File: config.mk
export PLATFORM = sky130hd
export DESIGN_NAME = issue_stage
export DESIGN_NICKNAME = d
export VERILOG_FILES = /design/src/issue_pkg.sv /design/src/issue_stage.sv /design/src/issue_dispatch.sv /design/src/ldi_sequencer.sv /design/src/operand_resolver.sv /design/src/instr_decoder.sv
export SDC_FILE = /design/constraint.sdc
export NUM_CORES = 1
export LEC_CHECK = 0
export ABC_AREA = 1
export BUFFER_PORTS_ARGS = -buffer_cell sky130_fd_sc_hd__buf_2
export CORE_AREA = 4 4 98 100
export CTS_BUF_LIST = sky130_fd_sc_hd__clkbuf_8
export DETAILED_ROUTE_END_ITERATION = 6
export DIE_AREA = 0 0 102 104
export PLACE_DENSITY = 0.69
export SLEW_MARGIN = 20
export SYNTH_ARGS = -nofsm -noshare
export SYNTH_HDL_FRONTEND = slang
export SYNTH_SLANG_ARGS = --single-unit
File: constraint.sdc
create_clock -name clk -period 3.31 [get_ports clk]
set_input_delay 0.4965 -clock clk [delete_from_list [all_inputs] [get_ports clk]]
set_output_delay 0.4965 -clock clk [all_outputs]
set_load 0.01 [all_outputs]
File: src/issue_pkg.sv
package issue_pkg;

	localparam int word_width = 16;

	typedef logic [word_width-1:0] lc3b_word;
	typedef logic [2:0] lc3b_reg;

	localparam lc3b_word word_zero = '0;

	// Only the opcodes this stage issues; anything else is unsupported
	typedef enum logic [3:0]
	{
		op_add = 4'b0001,
		op_and = 4'b0101,
		op_not = 4'b1001,
		op_ldr = 4'b0110,
		op_str = 4'b0111,
		op_ldi = 4'b1010
	} lc3b_opcode;

	typedef enum logic [2:0]
	{
		class_alu,
		class_load,
		class_store,
		class_ldi,
		class_none
	} op_class_t;

	// One instruction word seen as ALU or memory format
	typedef union packed
	{
		struct packed
		{
			lc3b_opcode opcode;
			lc3b_reg dest;
			lc3b_reg sr1;
			logic imm_flag;
			logic [4:0] field5;    // imm5, or sr2 in the low bits
		} alu;
		struct packed
		{
			lc3b_opcode opcode;
			lc3b_reg data_reg;     // Dest for loads, source for stores
			lc3b_reg base_reg;
			logic [5:0] offset6;
		} mem;
	} instr_word_t;

endpackage
File: src/issue_stage.sv
`timescale 1ns/1ps

module issue_stage import issue_pkg::*;
#(
	parameter int tag_width = 3
)
(
	input logic clk,
	input logic rst_n,
	input instr_word_t instr,
	input logic instr_valid,
	input logic cdb_valid,
	input logic [tag_width-1:0] cdb_tag,
	input lc3b_word cdb_data,
	input logic sr1_busy,
	input lc3b_word sr1_data,
	input logic [tag_width-1:0] sr1_rob_entry,
	input logic sr2_busy,
	input lc3b_word sr2_data,
	input logic [tag_width-1:0] sr2_rob_entry,
	input lc3b_word rob_sr1_value,
	input logic rob_sr1_valid,
	input lc3b_word rob_sr2_value,
	input logic rob_sr2_valid,
	input logic [2:0] alu_busy,
	input logic ldst_full,
	input logic rob_full,
	input logic [tag_width-1:0] rob_addr,
	output lc3b_reg rd_sr1,
	output lc3b_reg rd_sr2,
	output logic [tag_width-1:0] rob_sr1_read_addr,
	output logic [tag_width-1:0] rob_sr2_read_addr,
	output logic stall,
	output logic rs_write,
	output logic [1:0] rs_station_id,
	output lc3b_opcode rs_op,
	output lc3b_word rs_vj,
	output logic rs_vj_valid,
	output logic [tag_width-1:0] rs_qj,
	output lc3b_word rs_vk,
	output logic rs_vk_valid,
	output logic [tag_width-1:0] rs_qk,
	output logic ldst_write,
	output lc3b_opcode ldst_op,
	output lc3b_word ldst_offset,
	output lc3b_word ldst_base,
	output logic ldst_base_valid,
	output logic [tag_width-1:0] ldst_qbase,
	output lc3b_word ldst_src,
	output logic ldst_src_valid,
	output logic [tag_width-1:0] ldst_qsrc,
	output logic rob_write,
	output lc3b_opcode rob_opcode,
	output lc3b_reg rob_dest,
	output logic reg_write_busy,
	output lc3b_reg reg_dest,
	output logic [tag_width-1:0] reg_rob_entry
);

	lc3b_opcode opcode;
	op_class_t op_class;
	lc3b_reg dest_reg;
	logic use_imm;
	lc3b_word imm5;
	lc3b_word offset6;
	lc3b_word src1_value;
	logic src1_valid;
	logic [tag_width-1:0] src1_tag;
	lc3b_word src2_value;
	logic src2_valid;
	logic [tag_width-1:0] src2_tag;
	logic ldi_first;
	logic ldi_second;
	logic ldi_pending;
	lc3b_word ldi_base;
	logic ldi_base_valid;
	logic [tag_width-1:0] ldi_tag;

	// ROB is looked up by the producer entry of each source
	assign rob_sr1_read_addr = sr1_rob_entry;
	assign rob_sr2_read_addr = sr2_rob_entry;

	instr_decoder decoder_i
	(
		.instr(instr), .opcode(opcode), .op_class(op_class), .dest_reg(dest_reg),
		.rd_sr1(rd_sr1), .rd_sr2(rd_sr2), .use_imm(use_imm), .imm5(imm5),
		.offset6(offset6)
	);

	operand_resolver #(.tag_width(tag_width)) src1_resolver_i
	(
		.reg_busy(sr1_busy), .reg_data(sr1_data), .reg_rob_entry(sr1_rob_entry),
		.rob_value(rob_sr1_value), .rob_valid(rob_sr1_valid), .cdb_valid(cdb_valid),
		.cdb_tag(cdb_tag), .cdb_data(cdb_data), .value(src1_value),
		.value_valid(src1_valid), .wait_tag(src1_tag)
	);

	operand_resolver #(.tag_width(tag_width)) src2_resolver_i    // SR2 or store data
	(
		.reg_busy(sr2_busy), .reg_data(sr2_data), .reg_rob_entry(sr2_rob_entry),
		.rob_value(rob_sr2_value), .rob_valid(rob_sr2_valid), .cdb_valid(cdb_valid),
		.cdb_tag(cdb_tag), .cdb_data(cdb_data), .value(src2_value),
		.value_valid(src2_valid), .wait_tag(src2_tag)
	);

	ldi_sequencer #(.tag_width(tag_width)) ldi_sequencer_i
	(
		.clk(clk), .rst_n(rst_n), .ldi_first(ldi_first), .ldi_second(ldi_second),
		.cdb_valid(cdb_valid), .rob_addr(rob_addr), .cdb_tag(cdb_tag), .cdb_data(cdb_data),
		.ldi_pending(ldi_pending), .ldi_base(ldi_base), .ldi_base_valid(ldi_base_valid),
		.ldi_tag(ldi_tag)
	);

	issue_dispatch #(.tag_width(tag_width)) dispatch_i
	(
		.opcode(opcode), .op_class(op_class), .dest_reg(dest_reg), .use_imm(use_imm),
		.imm5(imm5), .offset6(offset6),
		.src1_value(src1_value), .src1_valid(src1_valid), .src1_tag(src1_tag),
		.src2_value(src2_value), .src2_valid(src2_valid), .src2_tag(src2_tag),
		.ldi_pending(ldi_pending), .ldi_base(ldi_base), .ldi_base_valid(ldi_base_valid),
		.ldi_tag(ldi_tag), .instr_valid(instr_valid), .alu_busy(alu_busy),
		.ldst_full(ldst_full), .rob_full(rob_full), .rob_addr(rob_addr),
		.ldi_first(ldi_first), .ldi_second(ldi_second), .stall(stall),
		.rs_write(rs_write), .rs_station_id(rs_station_id), .rs_op(rs_op),
		.rs_vj(rs_vj), .rs_vj_valid(rs_vj_valid), .rs_qj(rs_qj),
		.rs_vk(rs_vk), .rs_vk_valid(rs_vk_valid), .rs_qk(rs_qk),
		.ldst_write(ldst_write), .ldst_op(ldst_op), .ldst_offset(ldst_offset),
		.ldst_base(ldst_base), .ldst_base_valid(ldst_base_valid), .ldst_qbase(ldst_qbase),
		.ldst_src(ldst_src), .ldst_src_valid(ldst_src_valid), .ldst_qsrc(ldst_qsrc),
		.rob_write(rob_write), .rob_opcode(rob_opcode), .rob_dest(rob_dest),
		.reg_write_busy(reg_write_busy), .reg_dest(reg_dest),
		.reg_rob_entry(reg_rob_entry)
	);

endmodule

File: src/issue_dispatch.sv
`timescale 1ns/1ps

module issue_dispatch import issue_pkg::*;
#(
	parameter int tag_width = 3
)
(
	input lc3b_opcode opcode,
	input op_class_t op_class,
	input lc3b_reg dest_reg,
	input logic use_imm,
	input lc3b_word imm5,
	input lc3b_word offset6,
	input lc3b_word src1_value,
	input logic src1_valid,
	input logic [tag_width-1:0] src1_tag,
	input lc3b_word src2_value,
	input logic src2_valid,
	input logic [tag_width-1:0] src2_tag,
	input logic ldi_pending,
	input lc3b_word ldi_base,
	input logic ldi_base_valid,
	input logic [tag_width-1:0] ldi_tag,
	input logic instr_valid,
	input logic [2:0] alu_busy,
	input logic ldst_full,
	input logic rob_full,
	input logic [tag_width-1:0] rob_addr,
	output logic ldi_first,
	output logic ldi_second,
	output logic stall,
	output logic rs_write,
	output logic [1:0] rs_station_id,
	output lc3b_opcode rs_op,
	output lc3b_word rs_vj,
	output logic rs_vj_valid,
	output logic [tag_width-1:0] rs_qj,
	output lc3b_word rs_vk,
	output logic rs_vk_valid,
	output logic [tag_width-1:0] rs_qk,
	output logic ldst_write,
	output lc3b_opcode ldst_op,
	output lc3b_word ldst_offset,
	output lc3b_word ldst_base,
	output logic ldst_base_valid,
	output logic [tag_width-1:0] ldst_qbase,
	output lc3b_word ldst_src,
	output logic ldst_src_valid,
	output logic [tag_width-1:0] ldst_qsrc,
	output logic rob_write,
	output lc3b_opcode rob_opcode,
	output lc3b_reg rob_dest,
	output logic reg_write_busy,
	output lc3b_reg reg_dest,
	output logic [tag_width-1:0] reg_rob_entry
);

	logic alu_op;
	logic mem_op;
	logic res_stall;
	logic issue_ok;
	logic is_ldi;

	assign alu_op = (op_class == class_alu);
	assign mem_op = (op_class == class_load) || (op_class == class_store) ||
		(op_class == class_ldi);
	assign is_ldi = (op_class == class_ldi);

	// Structural hazards hold everything back
	assign res_stall = instr_valid &&
		(rob_full || (alu_op && (&alu_busy)) || (mem_op && ldst_full));
	assign issue_ok = instr_valid && !res_stall && (op_class != class_none);

	assign ldi_first = issue_ok && is_ldi && !ldi_pending;
	assign ldi_second = issue_ok && is_ldi && ldi_pending;

	assign stall = res_stall || ldi_first;    // First LDI half keeps the word held

	always_comb
	begin
		rs_write = 1'b0;
		rs_station_id = 2'd0;
		rs_op = opcode;
		rs_vj = word_zero;
		rs_vj_valid = 1'b0;
		rs_qj = '0;
		rs_vk = word_zero;
		rs_vk_valid = 1'b0;
		rs_qk = '0;
		ldst_write = 1'b0;
		ldst_op = opcode;
		ldst_offset = word_zero;
		ldst_base = word_zero;
		ldst_base_valid = 1'b0;
		ldst_qbase = '0;
		ldst_src = word_zero;
		ldst_src_valid = 1'b0;
		ldst_qsrc = '0;
		rob_write = 1'b0;
		rob_opcode = opcode;
		rob_dest = '0;
		reg_write_busy = 1'b0;
		reg_dest = '0;
		reg_rob_entry = '0;

		if (issue_ok)
		begin
			rob_write = 1'b1;
			if (alu_op)
			begin
				rs_write = 1'b1;
				if (!alu_busy[0])
					rs_station_id = 2'd0;
				else if (!alu_busy[1])
					rs_station_id = 2'd1;
				else
					rs_station_id = 2'd2;
				rs_vj = src1_value;
				rs_vj_valid = src1_valid;
				rs_qj = src1_tag;
				if (use_imm || opcode == op_not)
				begin
					rs_vk = imm5;    // NOT carries all ones here
					rs_vk_valid = 1'b1;
				end
				else
				begin
					rs_vk = src2_value;
					rs_vk_valid = src2_valid;
					rs_qk = src2_tag;
				end
			end
			else
			begin
				ldst_write = 1'b1;
				ldst_op = (op_class == class_store) ? op_str : op_ldr;
				ldst_offset = ldi_second ? word_zero : offset6;
				if (ldi_second)
				begin
					// Base is the pointer fetched by the first half
					ldst_base = ldi_base;
					ldst_base_valid = ldi_base_valid;
					ldst_qbase = ldi_base_valid ? '0 : ldi_tag;
				end
				else
				begin
					ldst_base = src1_value;
					ldst_base_valid = src1_valid;
					ldst_qbase = src1_tag;
				end
				if (op_class == class_store)
				begin
					ldst_src = src2_value;
					ldst_src_valid = src2_valid;
					ldst_qsrc = src2_tag;
				end
			end

			if (op_class != class_store)
				rob_dest = dest_reg;
			// Register goes busy once the final result owner is known
			if (alu_op || op_class == class_load || ldi_second)
			begin
				reg_write_busy = 1'b1;
				reg_dest = dest_reg;
				reg_rob_entry = rob_addr;
			end
		end
	end

	// Fetch must keep the LDI word until its second half issues
	held_ldi: assert final (!(instr_valid && ldi_pending && op_class != class_ldi))
		else $error("instruction word changed while an LDI was half issued");

endmodule

File: src/ldi_sequencer.sv
`timescale 1ns/1ps

module ldi_sequencer import issue_pkg::*;
#(
	parameter int tag_width = 3
)
(
	input logic clk,
	input logic rst_n,
	input logic ldi_first,
	input logic ldi_second,
	input logic cdb_valid,
	input logic [tag_width-1:0] rob_addr,
	input logic [tag_width-1:0] cdb_tag,
	input lc3b_word cdb_data,
	output logic ldi_pending,
	output lc3b_word ldi_base,
	output logic ldi_base_valid,
	output logic [tag_width-1:0] ldi_tag
);

	logic [tag_width-1:0] saved_tag;

	always_ff @(posedge clk)
	begin
		if (!rst_n)
			ldi_pending <= 1'b0;
		else if (ldi_first)
			ldi_pending <= 1'b1;
		else if (ldi_second)
			ldi_pending <= 1'b0;
	end

	// ROB entry of the pointer load
	always_ff @(posedge clk)
	begin
		if (ldi_first)
			saved_tag <= rob_addr;
		else if (ldi_second)
			saved_tag <= '0;
	end

	// Pointer arrives only via the CDB on the second issue
	assign ldi_base = cdb_data;
	assign ldi_base_valid = cdb_valid && (cdb_tag == saved_tag);
	assign ldi_tag = saved_tag;

	pulse_exclusive: assert property (@(posedge clk) disable iff (!rst_n)
		!(ldi_first && ldi_second))
		else $error("ldi_first and ldi_second high together");

	no_restart: assert property (@(posedge clk) disable iff (!rst_n)
		ldi_first |-> !ldi_pending)
		else $error("ldi_first while an LDI is already pending");

endmodule

File: src/operand_resolver.sv
`timescale 1ns/1ps

module operand_resolver import issue_pkg::*;
#(
	parameter int tag_width = 3
)
(
	input logic reg_busy,
	input lc3b_word reg_data,
	input logic [tag_width-1:0] reg_rob_entry,
	input lc3b_word rob_value,
	input logic rob_valid,
	input logic cdb_valid,
	input logic [tag_width-1:0] cdb_tag,
	input lc3b_word cdb_data,
	output lc3b_word value,
	output logic value_valid,
	output logic [tag_width-1:0] wait_tag
);

	always_comb
	begin
		value = reg_data;
		value_valid = 1'b1;
		wait_tag = '0;
		if (reg_busy)
		begin
			// Result on the bus this cycle beats the ROB copy
			if (cdb_valid && cdb_tag == reg_rob_entry)
				value = cdb_data;
			else if (rob_valid)
				value = rob_value;    // Done but not yet committed
			else
			begin
				value = word_zero;
				value_valid = 1'b0;
				wait_tag = reg_rob_entry;
			end
		end
	end

endmodule

File: src/instr_decoder.sv
`timescale 1ns/1ps

module instr_decoder import issue_pkg::*;
(
	input instr_word_t instr,
	output lc3b_opcode opcode,
	output op_class_t op_class,
	output lc3b_reg dest_reg,
	output lc3b_reg rd_sr1,
	output lc3b_reg rd_sr2,
	output logic use_imm,
	output lc3b_word imm5,
	output lc3b_word offset6
);

	// Opcode sits in the same bits in both views
	assign opcode = instr.alu.opcode;

	always_comb
	begin
		case (opcode)
			op_add, op_and, op_not: op_class = class_alu;
			op_ldr: op_class = class_load;
			op_str: op_class = class_store;
			op_ldi: op_class = class_ldi;
			default: op_class = class_none;
		endcase
	end

	always_comb
	begin
		dest_reg = '0;
		rd_sr1 = '0;
		rd_sr2 = '0;
		use_imm = 1'b0;
		imm5 = word_zero;
		offset6 = word_zero;
		case (op_class)
			class_alu:
			begin
				dest_reg = instr.alu.dest;
				rd_sr1 = instr.alu.sr1;
				rd_sr2 = instr.alu.field5[2:0];
				use_imm = instr.alu.imm_flag;
				imm5 = {{(word_width-5){instr.alu.field5[4]}}, instr.alu.field5};
			end
			class_load, class_ldi:
			begin
				dest_reg = instr.mem.data_reg;
				rd_sr1 = instr.mem.base_reg;
				// Word offset, so scale by two
				offset6 = {{(word_width-7){instr.mem.offset6[5]}}, instr.mem.offset6, 1'b0};
			end
			class_store:
			begin
				rd_sr1 = instr.mem.base_reg;
				rd_sr2 = instr.mem.data_reg;    // Store data comes through port 2
				offset6 = {{(word_width-7){instr.mem.offset6[5]}}, instr.mem.offset6, 1'b0};
			end
			default:
			begin
			end
		endcase
	end

endmodule

==> flow_metrics.tcl, run 1 <==
set metrics [dict create \
    postLayoutCoreUtil 0.435 \
    grt_pass1_wl_um 18400 \
    endpoint_kind "output pin" \
    fillCellCount 1043 \
    grt_max_degree 51 \
    internal-power_w 0.000281 \
    synth_area_leaders "sky130_fd_sc_hd__nand2_1 (20%), sky130_fd_sc_hd__nand3_1 (17%), sky130_fd_sc_hd__nor2_1 (14%)" \
    detailedPlacementHpwl_um 10100 \
    status "finished, final reports clean" \
    io-pin-count 257 \
    worst_slew_pin_slew_ps 828 \
    critical_path_buf_inv_count 5 \
    pwr-share-seq 0.103 \
    synth_compound_area_frac 0.0710 \
    drt-initial-drc-count 133 \
    setup-tns-final_ps 0 \
    clk_transition_reported_paths_ps 30 \
    final_period_util 0.853 \
    buffer_ports.inserted 255 \
    synth-xor-area-share 0.0137 \
    hold_buffers 0 \
    htree_levels 1 \
    floorplan.die_area_um2 10600 \
    report.final.hold_viol_count 0 \
    synth-seq-cells 4 \
    global_route.usage.total 0.212 \
    drv.max_cap_violation_count 0 \
    die_w_um 102 \
    grt_antenna_before_repair 1 \
    syn2layout_area_growth_pct 47.6 \
    drc_errors 0 \
    synthesis.instances 528 \
    cts_resized 0 \
    route.final.wire_length_um 12200 \
    design.core.area_um2 8680 \
    final_common_cell "sky130_fd_sc_hd__buf_2" \
    critical_path_peak_fanout 17 \
    drtAntennaViolNets 0 \
    slowest_stage "sky130_fd_sc_hd__buf_4" \
    cts_tree "yes" \
    switching_share 0.463 \
    insertedDiodeCount 0 \
    mostFrequentLayoutCells "sky130_fd_sc_hd__buf_2 (255), sky130_fd_sc_hd__nand2_1 (138), sky130_fd_sc_hd__nor2_1 (97), sky130_fd_sc_hd__nand3_1 (89), sky130_fd_sc_hd__inv_1 (48)" \
    cts_inserted_buffers 3 \
    postPlaceCellArea_um2 3730 \
    routabilityCongestion 0.956 \
    synth_cell_types 29 \
    mux_contribution_to_synthesized_area 0 \
    synth_top_family_by_area "simple AND/OR/NAND/NOR gates" \
    clk_path_buf_depth 2 \
    avgSynthCellArea_um2 4.84 \
    drive_above_1_share 0.423 \
    total_iterations_of_the_first_detailed_routing_run 4 \
    slew_headroom 0.444 \
    nNetsFinal 864 \
    crit_path_cell_trace "buf_2, nand2_1, nand3_2, inv_1, nor2_1, nor2_4, inv_2, nor2_4, buf_4, nand2_1, nor2_1, buf_2" \
    fp.dieH_um 104 \
    synth-seq-area-share 0.0431 \
    power.clock.fraction 0.205 \
    cp-start-kind "input port" \
    netlist_area_um2 2550 \
    critical-path-max-stage-delay_ps 290 \
    final.setup.worst_slack_ps 487 \
    cellPowerDensity_nw_per_um2 139 \
    floorplan.rows 34 \
    arrival_ps 2330 \
    clk_root_buffer_cell "sky130_fd_sc_hd__clkbuf_8" \
    switching_power_w 0.000242 \
    fin_hold_ws_ps 535 \
    hp-class "input port to flip-flop" \
    worst_ir_drop_vdd_uv 191 \
    clock_insertion_delay_worst_skew_ps 220 \
    syn_nets 649 \
    vias_in_the_first_global_route 3706 \
    rsz0062_at_grt "no" \
    globalRouteOverflowTotal 0 \
    timing.clock.skew_ps 5.49 \
    criticalPathCategory "input port to output pin" \
    post_synth_and_or_nand_nor_area_fraction 0.671 \
    dp_worst_setup_slack_ps 472 \
    synth.top_cell.area_share 0.203 \
    synthAdderAreaFrac 0 \
    ff_latch_area_um2 110 \
    starting_utilization_of_the_core_area 0.294 \
    drt-wirelength-per-cell_um 14.3 \
    design_area_final_um2 3770 \
    route.detailed.vias_per_inst 4.68 \
    cts.repair_timing.setup_buffer_count 0 \
    power.combinational.fraction 0.692 \
    fin_crit_ps 2820 \
    setup_viol 0 \
    ys_warn_count 0 \
    clock_sinks 4 \
    number_of_vias_in_the_routed_layout 3975 \
    netlist.top_cell.by_area "sky130_fd_sc_hd__nand2_1" \
    maxClockFrequency_mhz 354 \
    multi_input_comb_area_um2 1930 \
    critical_path_required_ps 2810 \
    final-max-slew-violation-count 0 \
    power_leakage_nw 2.53 \
    crit_family "simple AND/OR/NAND/NOR gates" \
]
-- kinds of logic (layout without fill, tap and decap cells) --
| logic type | after synthesis | after routing |
|---|---|---|
| buffers and inverters | 104 | 318 |
| and+or+nand+nor | 381 | 381 |
| other | 1 | 1 |
| AOI/OAI and AO/OA | 34 | 34 |
| xor gates and xnor gates | 4 | 4 |
| DFF | 4 | 4 |
-- worst register-to-register path: cells and delay by family (launching register included) --
kind	cells	cell delay, ps
buffers and inverters	1	210
DFF	1	450
and+or+nand+nor	3	280
-- flip-flops by register name (all words and copies together) (netlist names) --
register / count
ldi_sequencer_i.ldi_pending: 1
ldi_sequencer_i.ldi_tag: 3
-- power groups by stage --
stage	registers [W]	clock network (W)	logic, W
floorplan	0.0000545	0	0.000215
global placement	0.0000545	0	0.000362
finish	0.0000538	0.000107	0.000362
CTS	0.0000538	0.000108	0.000364
global route	0.0000538	0.000111	0.000405
detailed placement	0.0000545	0	0.000363
-- cells in the mapped netlist (all sizes together) --
cell type,instances
a21oi,25
a22o,3
buf,42
clkbuf,13
conb,1
dfxtp,1
edfxtp,3
inv,49
nand2,142
nand3,92
nand4,5
nor2,100
nor3,4
nor3b,3
nor4,3
o21ai,6
or2,32
xnor2,3
xor2,1
-- cell type report --
type	instances	area share
Multi-Input combinational cell	420	0.513
Timing Repair Buffer	265	0.362
Inverter	49	0.0488
Tap cell	108	0.0358
Sequential cell	4	0.0292
Clock buffer	3	0.0109
Clock inverter	1	0.000995
-- worst paths after layout --
path	start	end	slack, ps	cells past startpoint
setup / recovery	instr[15]	ldst_base[6]	490	12
hold / removal	rst_n	ldi_sequencer_i.ldi_pending	540	3
setup reg to reg	ldi_sequencer_i.ldi_pending	ldi_sequencer_i.ldi_pending	2260	4
hold reg to reg	ldi_sequencer_i.ldi_pending	ldi_sequencer_i.ldi_pending	580	2
-- layer usage --
| metal | vias up | GRT usage | wire, um |
|---|---|---|---|
| met1 | 1700 | 0.241 | 4600 |
| met2 | 193 | 0.412 | 6280 |
| li1 | 2068 | - | - |
| met5 | - | 0 | 13 |
| met4 | 2 | 0.0328 | 107 |
| met3 | 12 | 0.0302 | 1170 |
-- per-stage QoR --
stage | instances | total power, W
finish | 850 | 0.000523
global route | 850 | 0.000570
CTS | 850 | 0.000527
detailed placement | 846 | 0.000417
global placement | 846 | 0.000417
floorplan | 528 | 0.000270
Power figures use the tool's default switching activity.
==> inputs of run 2 (changes only) <==
--- a/config.mk
+++ b/config.mk
@@ -11,6 +11,7 @@
 export CTS_BUF_LIST = sky130_fd_sc_hd__clkbuf_8
 export DETAILED_ROUTE_END_ITERATION = 6
 export DIE_AREA = 0 0 102 104
+export GPL_TIMING_DRIVEN = 0
 export PLACE_DENSITY = 0.69
 export SLEW_MARGIN = 20
 export SYNTH_ARGS = -nofsm -noshare
==> flow_metrics.tcl, run 2 (synthesis results as in run 1) <==
set metrics [dict create \
    status "finished, final reports clean" \
    final_common_cell "sky130_fd_sc_hd__buf_2" \
    critical_path.startpoint "instr[13]" \
    starting_utilization_of_the_core_area 0.294 \
    report.final.hold_viol_count 0 \
    r2r-start "ldi_sequencer_i.ldi_pending" \
    cp-start-kind "input port" \
    timing.clock.skew_ps 1.84 \
    clk_path_buf_depth 2 \
    setup-tns-final_ps 0 \
    fin_crit_ps 3070 \
    rsz0062_at_grt "no" \
    clk_root_buffer_cell "sky130_fd_sc_hd__clkbuf_8" \
    critical_path_peak_fanout 10 \
    largest_register_ffs 3 \
    drive_above_1_share 0.433 \
    power_leakage_nw 2.66 \
    floorplan.rows 34 \
    design_area_final_um2 4000 \
    drt-initial-drc-count 151 \
    final_period_util 0.927 \
    cts_tree "yes" \
    detailedPlacementHpwl_um 11100 \
    vias_in_the_first_global_route 3927 \
    drt-wirelength-per-cell_um 14.5 \
    cts_resized 0 \
    reg2reg_depth 4 \
    clock_insertion_delay_worst_skew_ps 230 \
    htree_levels 1 \
    reg2reg_capture_point "ldi_sequencer_i.ldi_pending" \
    min_from "rst_n" \
    r2r_slack_ps 2250 \
    dp_worst_setup_slack_ps 251 \
    cellPowerDensity_nw_per_um2 137 \
    nNetsFinal 907 \
    io-pin-count 257 \
    arrival_ps 2570 \
    drtAntennaViolNets 0 \
    total_iterations_of_the_first_detailed_routing_run 5 \
    maxClockFrequency_mhz 326 \
    setup_viol 0 \
    drc_errors 0 \
    hp-class "input port to flip-flop" \
    criticalPathCategory "input port to output pin" \
    number_of_vias_in_the_routed_layout 4151 \
    slew_headroom 0.509 \
    route.detailed.vias_per_inst 4.65 \
    grt_max_degree 11 \
    syn2layout_area_growth_pct 56.6 \
    cts.repair_timing.setup_buffer_count 0 \
    postPlaceCellArea_um2 3960 \
    clk_transition_reported_paths_ps 30 \
    drv.max_cap_violation_count 0 \
    cts_inserted_buffers 3 \
    design.core.area_um2 8680 \
    insertedDiodeCount 0 \
    worst_slew_pin_slew_ps 736 \
    report.power.total_w 0.000548 \
    fp.dieH_um 104 \
    hold_depth 3 \
    buffer_ports.inserted 253 \
    final-max-slew-violation-count 0 \
    clock_sinks 4 \
    route.final.wire_length_um 12900 \
    critical_path_required_ps 2810 \
    mostFrequentLayoutCells "sky130_fd_sc_hd__buf_2 (265), sky130_fd_sc_hd__nand2_1 (138), sky130_fd_sc_hd__nor2_1 (97), sky130_fd_sc_hd__nand3_1 (89), sky130_fd_sc_hd__inv_1 (48)" \
    globalRouteOverflowTotal 0 \
    routabilityCongestion 0.900 \
    grt_antenna_before_repair 1 \
    die_w_um 102 \
    endpoint_kind "output pin" \
    final.setup.worst_slack_ps 242 \
    worst_ir_drop_vdd_uv 199 \
    grt_pass1_wl_um 19400 \
    hold_buffers 0 \
    whs_endpoint "ldi_sequencer_i.ldi_pending" \
    floorplan.die_area_um2 10600 \
    global_route.usage.total 0.225 \
]
[run 2: layer usage]
layer  part of all wire  up-vias  global-route usage
met5             0.0010        -                   0
li1                   -     2155                   -
met4              0.016        2              0.0534
met2               0.50      193               0.416
met1               0.39     1782               0.261
met3              0.095       19              0.0436
[run 2: cell type report]
cell class                 instances  area (um^2)
clock buffer                       3         41.3
inverter                          49          184
sequential                         4          110
buffer                            55          327
tap                              108          135
multi-input combinational        420         1930
timing repair buffer             253         1270
fill                            1021         4680
clock inverter                     1         3.75
[run 2: critical path, cell delays in order]
cell	delay, ps
sky130_fd_sc_hd__buf_2	140
sky130_fd_sc_hd__inv_2	60
sky130_fd_sc_hd__nand3_2	100
sky130_fd_sc_hd__inv_1	240
sky130_fd_sc_hd__nor2_1	140
sky130_fd_sc_hd__nor2_4	280
sky130_fd_sc_hd__inv_2	110
sky130_fd_sc_hd__nor2_4	220
sky130_fd_sc_hd__buf_6	200
sky130_fd_sc_hd__nand3_1	70
sky130_fd_sc_hd__inv_1	220
sky130_fd_sc_hd__buf_4	160
sky130_fd_sc_hd__buf_2	120
[run 2: power breakdown]
| part | internal [W] | switching, W |
|---|---|---|
| Combinational | 0.000162 | 0.000221 |
| Sequential | 0.0000537 | 0.000000128 |
| Clock | 0.0000795 | 0.0000311 |
[run 2: worst max-delay path by stage]
stage / end / slack, ps / cells after the start
after floorplan: ldst_offset[10] / 790 / 13
after global placement: ldst_offset[12] / 240 / 13
after detailed placement: ldst_offset[12] / 250 / 13
after CTS: ldst_offset[12] / 250 / 13
after global routing: ldst_offset[12] / 7 / 15
final: ldst_offset[12] / 240 / 13
[run 2: metrics by stage]
stage / std cells / utilization / hold slack (ps)
floorplan: 528 / - / 533
global placement: 889 / 0.456 / 573
detailed placement: 889 / 0.456 / 581
CTS: 893 / 0.461 / 502
global route: 893 / 0.461 / 525
finish: 893 / 0.461 / 504
==> inputs of run 3 (changes only) <==
--- a/config.mk
+++ b/config.mk
@@ -5,14 +5,14 @@
 export SDC_FILE = /design/constraint.sdc
 export NUM_CORES = 1
 export LEC_CHECK = 0
-export ABC_AREA = 1
 export BUFFER_PORTS_ARGS = -buffer_cell sky130_fd_sc_hd__buf_2
 export CORE_AREA = 4 4 98 100
 export CTS_BUF_LIST = sky130_fd_sc_hd__clkbuf_8
 export DETAILED_ROUTE_END_ITERATION = 6
 export DIE_AREA = 0 0 102 104
+export GPL_ROUTABILITY_DRIVEN = 0
 export GPL_TIMING_DRIVEN = 0
-export PLACE_DENSITY = 0.69
+export PLACE_DENSITY = 0.72
 export SLEW_MARGIN = 20
 export SYNTH_ARGS = -nofsm -noshare
 export SYNTH_HDL_FRONTEND = slang
==> flow_metrics.tcl, run 3 <==
set metrics [dict create \
    status "finished, final reports clean" \
    synth_cell_types 59 \
    cp-start-kind "input port" \
    syn2layout_area_growth_pct 51.1 \
    fillCellCount 870 \
    synthesis.instances 400 \
    setup_viol 0 \
    cts_resized 0 \
    final-max-slew-violation-count 0 \
    reg2reg_depth 2 \
    ys_warn_count 0 \
    total_iterations_of_the_first_detailed_routing_run 5 \
    endpoint_kind "output pin" \
    cts.repair_timing.setup_buffer_count 0 \
    globalRouteOverflowTotal 0 \
    floorplan.rows 34 \
    starting_utilization_of_the_core_area 0.326 \
    route.final.wire_length_um 13700 \
    io-pin-count 257 \
    drc_errors 0 \
    critical_path.startpoint "instr[12]" \
    clock_insertion_delay_worst_skew_ps 220 \
    fin_crit_ps 2940 \
    synth_edf_count 3 \
    synth-seq-cells 4 \
    report.final.hold_viol_count 0 \
    critical_path_required_ps 2810 \
    mostFrequentLayoutCells "sky130_fd_sc_hd__buf_2 (259), sky130_fd_sc_hd__nor2_1 (41), sky130_fd_sc_hd__nand2_1 (38), sky130_fd_sc_hd__and2_1 (36), sky130_fd_sc_hd__buf_4 (27)" \
    synth_top_cells_by_count "sky130_fd_sc_hd__nor2_1 (42), sky130_fd_sc_hd__nand2_1 (38), sky130_fd_sc_hd__and2_1 (36)" \
    rsz0062_at_grt "no" \
    power_leakage_nw 2.38 \
    r2r-start "ldi_sequencer_i.ldi_pending" \
    arrival_ps 2450 \
    yosys.cell_count.top_type "sky130_fd_sc_hd__nor2_1" \
    insertedDiodeCount 0 \
    maxClockFrequency_mhz 340 \
    clk_transition_reported_paths_ps 30 \
    drtAntennaViolNets 0 \
    detailedPlacementHpwl_um 11700 \
    design.core.area_um2 8680 \
    reg2reg_capture_point "ldi_sequencer_i.ldi_tag[0]" \
    r2r_slack_ps 2400 \
    critical_path_peak_fanout 10 \
    dominantRegCellSynth "sky130_fd_sc_hd__edfxtp_1" \
    netlist_area_um2 2830 \
    multi_input_comb_area_um2 2220 \
    netlist.top_cell.by_area "sky130_fd_sc_hd__and2_1" \
    synth-seq-area-share 0.0390 \
    clk_path_buf_depth 2 \
    floorplan.die_area_um2 10600 \
    final_period_util 0.890 \
    worst_ir_drop_vdd_uv 173 \
    avgSynthCellArea_um2 7.06 \
    grt_pass1_wl_um 20800 \
    synth_area_leaders "sky130_fd_sc_hd__and2_1 (8.0%), sky130_fd_sc_hd__buf_4 (7.2%), sky130_fd_sc_hd__mux2i_1 (5.7%)" \
    cellPowerDensity_nw_per_um2 133 \
    syn_nets 521 \
    synth.top_cell.area_share 0.0797 \
    cts_inserted_buffers 3 \
    timing.clock.skew_ps 2.34 \
    htree_levels 1 \
    hold_buffers 0 \
    buffer_ports.inserted 252 \
    drt-initial-drc-count 228 \
    number_of_vias_in_the_routed_layout 4185 \
    cts_tree "yes" \
    die_w_um 102 \
    nNetsFinal 778 \
    vias_in_the_first_global_route 4059 \
    largest_register_ffs 3 \
    final_common_cell "sky130_fd_sc_hd__buf_2" \
    fp.dieH_um 104 \
    drt-wirelength-per-cell_um 18.0 \
    drv.max_cap_violation_count 0 \
    setup-tns-final_ps 0 \
    grt_antenna_before_repair 1 \
    route.detailed.vias_per_inst 5.48 \
    clk_root_buffer_cell "sky130_fd_sc_hd__clkbuf_8" \
    report.power.total_w 0.000569 \
    slew_headroom 0.471 \
    clock_sinks 4 \
    criticalPathCategory "input port to output pin" \
    grt_max_degree 11 \
    global_route.usage.total 0.237 \
    ff_latch_area_um2 110 \
    drive_above_1_share 0.497 \
    hp-class "input port to flip-flop" \
    synth_async_sr_flop_share 0 \
    worst_slew_pin_slew_ps 793 \
    critPathCapture "ldst_base[14]" \
]
run 3: report_power, final:
group	leakage [nW]	internal [W]	switching [W]
Combinational	2.32	0.000169	0.000239
Sequential	0.0289	0.0000540	0.000000273
Clock	0.0269	0.0000793	0.0000281
run 3: area by class of cell:
cell class / instances / share of cell area
inverter: 25 / 0.0220
sequential: 4 / 0.0258
clock inverter: 1 / 0.000879
buffer: 62 / 0.0938
timing repair buffer: 252 / 0.295
multi-input combinational: 309 / 0.521
clock buffer: 3 / 0.00967
tap: 108 / 0.0317
run 3: kinds of logic (layout without fill, tap and decap cells):
family                    Yosys count  count (layout)  share of synthesized area
AOI/OAI and AO/OA                 106             106                      0.344
DFF                                 4               4                     0.0390
and+or+nand+nor                   176             176                      0.345
other                               1               1                    0.00133
muxes                              16              16                     0.0567
xor gates and xnor gates           10              10                     0.0390
buffers and inverters              87             343                      0.175
run 3: worst min path at each step:
stage,from,to,slack [ps],cells after the start
after floorplan,ldi_sequencer_i.ldi_pending,ldi_sequencer_i.ldi_pending,580,2
after global placement,ldi_sequencer_i.ldi_pending,ldi_sequencer_i.ldi_pending,620,2
after detailed placement,ldi_sequencer_i.ldi_pending,ldi_sequencer_i.ldi_pending,650,2
after CTS,rst_n,ldi_sequencer_i.ldi_pending,500,2
after global routing,rst_n,ldi_sequencer_i.ldi_pending,500,2
final,rst_n,ldi_sequencer_i.ldi_pending,490,2
run 3: metrics by stage:
step | cells | hold slack [ps] | setup WS (ps) | utilization | area [um^2]
final | 764 | 495 | 365 | 0.492 | 4270
after global routing | 764 | 502 | 212 | 0.492 | 4270
after CTS | 764 | 498 | 170 | 0.492 | 4270
after detailed placement | 760 | 647 | 158 | 0.486 | 4220
after global placement | 760 | 624 | 255 | 0.486 | 4220
after floorplan | 400 | 583 | 734 | - | 2830
run 3: layer usage:
| metal | global-route usage | vias to the layer above | share of wire |
|---|---|---|---|
| met1 | 0.286 | 1952 | 0.37 |
| met5 | 0 | - | 0.00095 |
| met3 | 0.0382 | 23 | 0.099 |
| li1 | - | 1963 | - |
| met4 | 0.0534 | 2 | 0.021 |
| met2 | 0.431 | 245 | 0.51 |
run 3: worst max-delay path, cell delays in order:
cell,delay (ps)
sky130_fd_sc_hd__buf_2,120
sky130_fd_sc_hd__buf_6,140
sky130_fd_sc_hd__or3b_4,420
sky130_fd_sc_hd__nor2_1,180
sky130_fd_sc_hd__o21ai_1,190
sky130_fd_sc_hd__buf_2,270
sky130_fd_sc_hd__o31ai_1,410
sky130_fd_sc_hd__buf_2,210
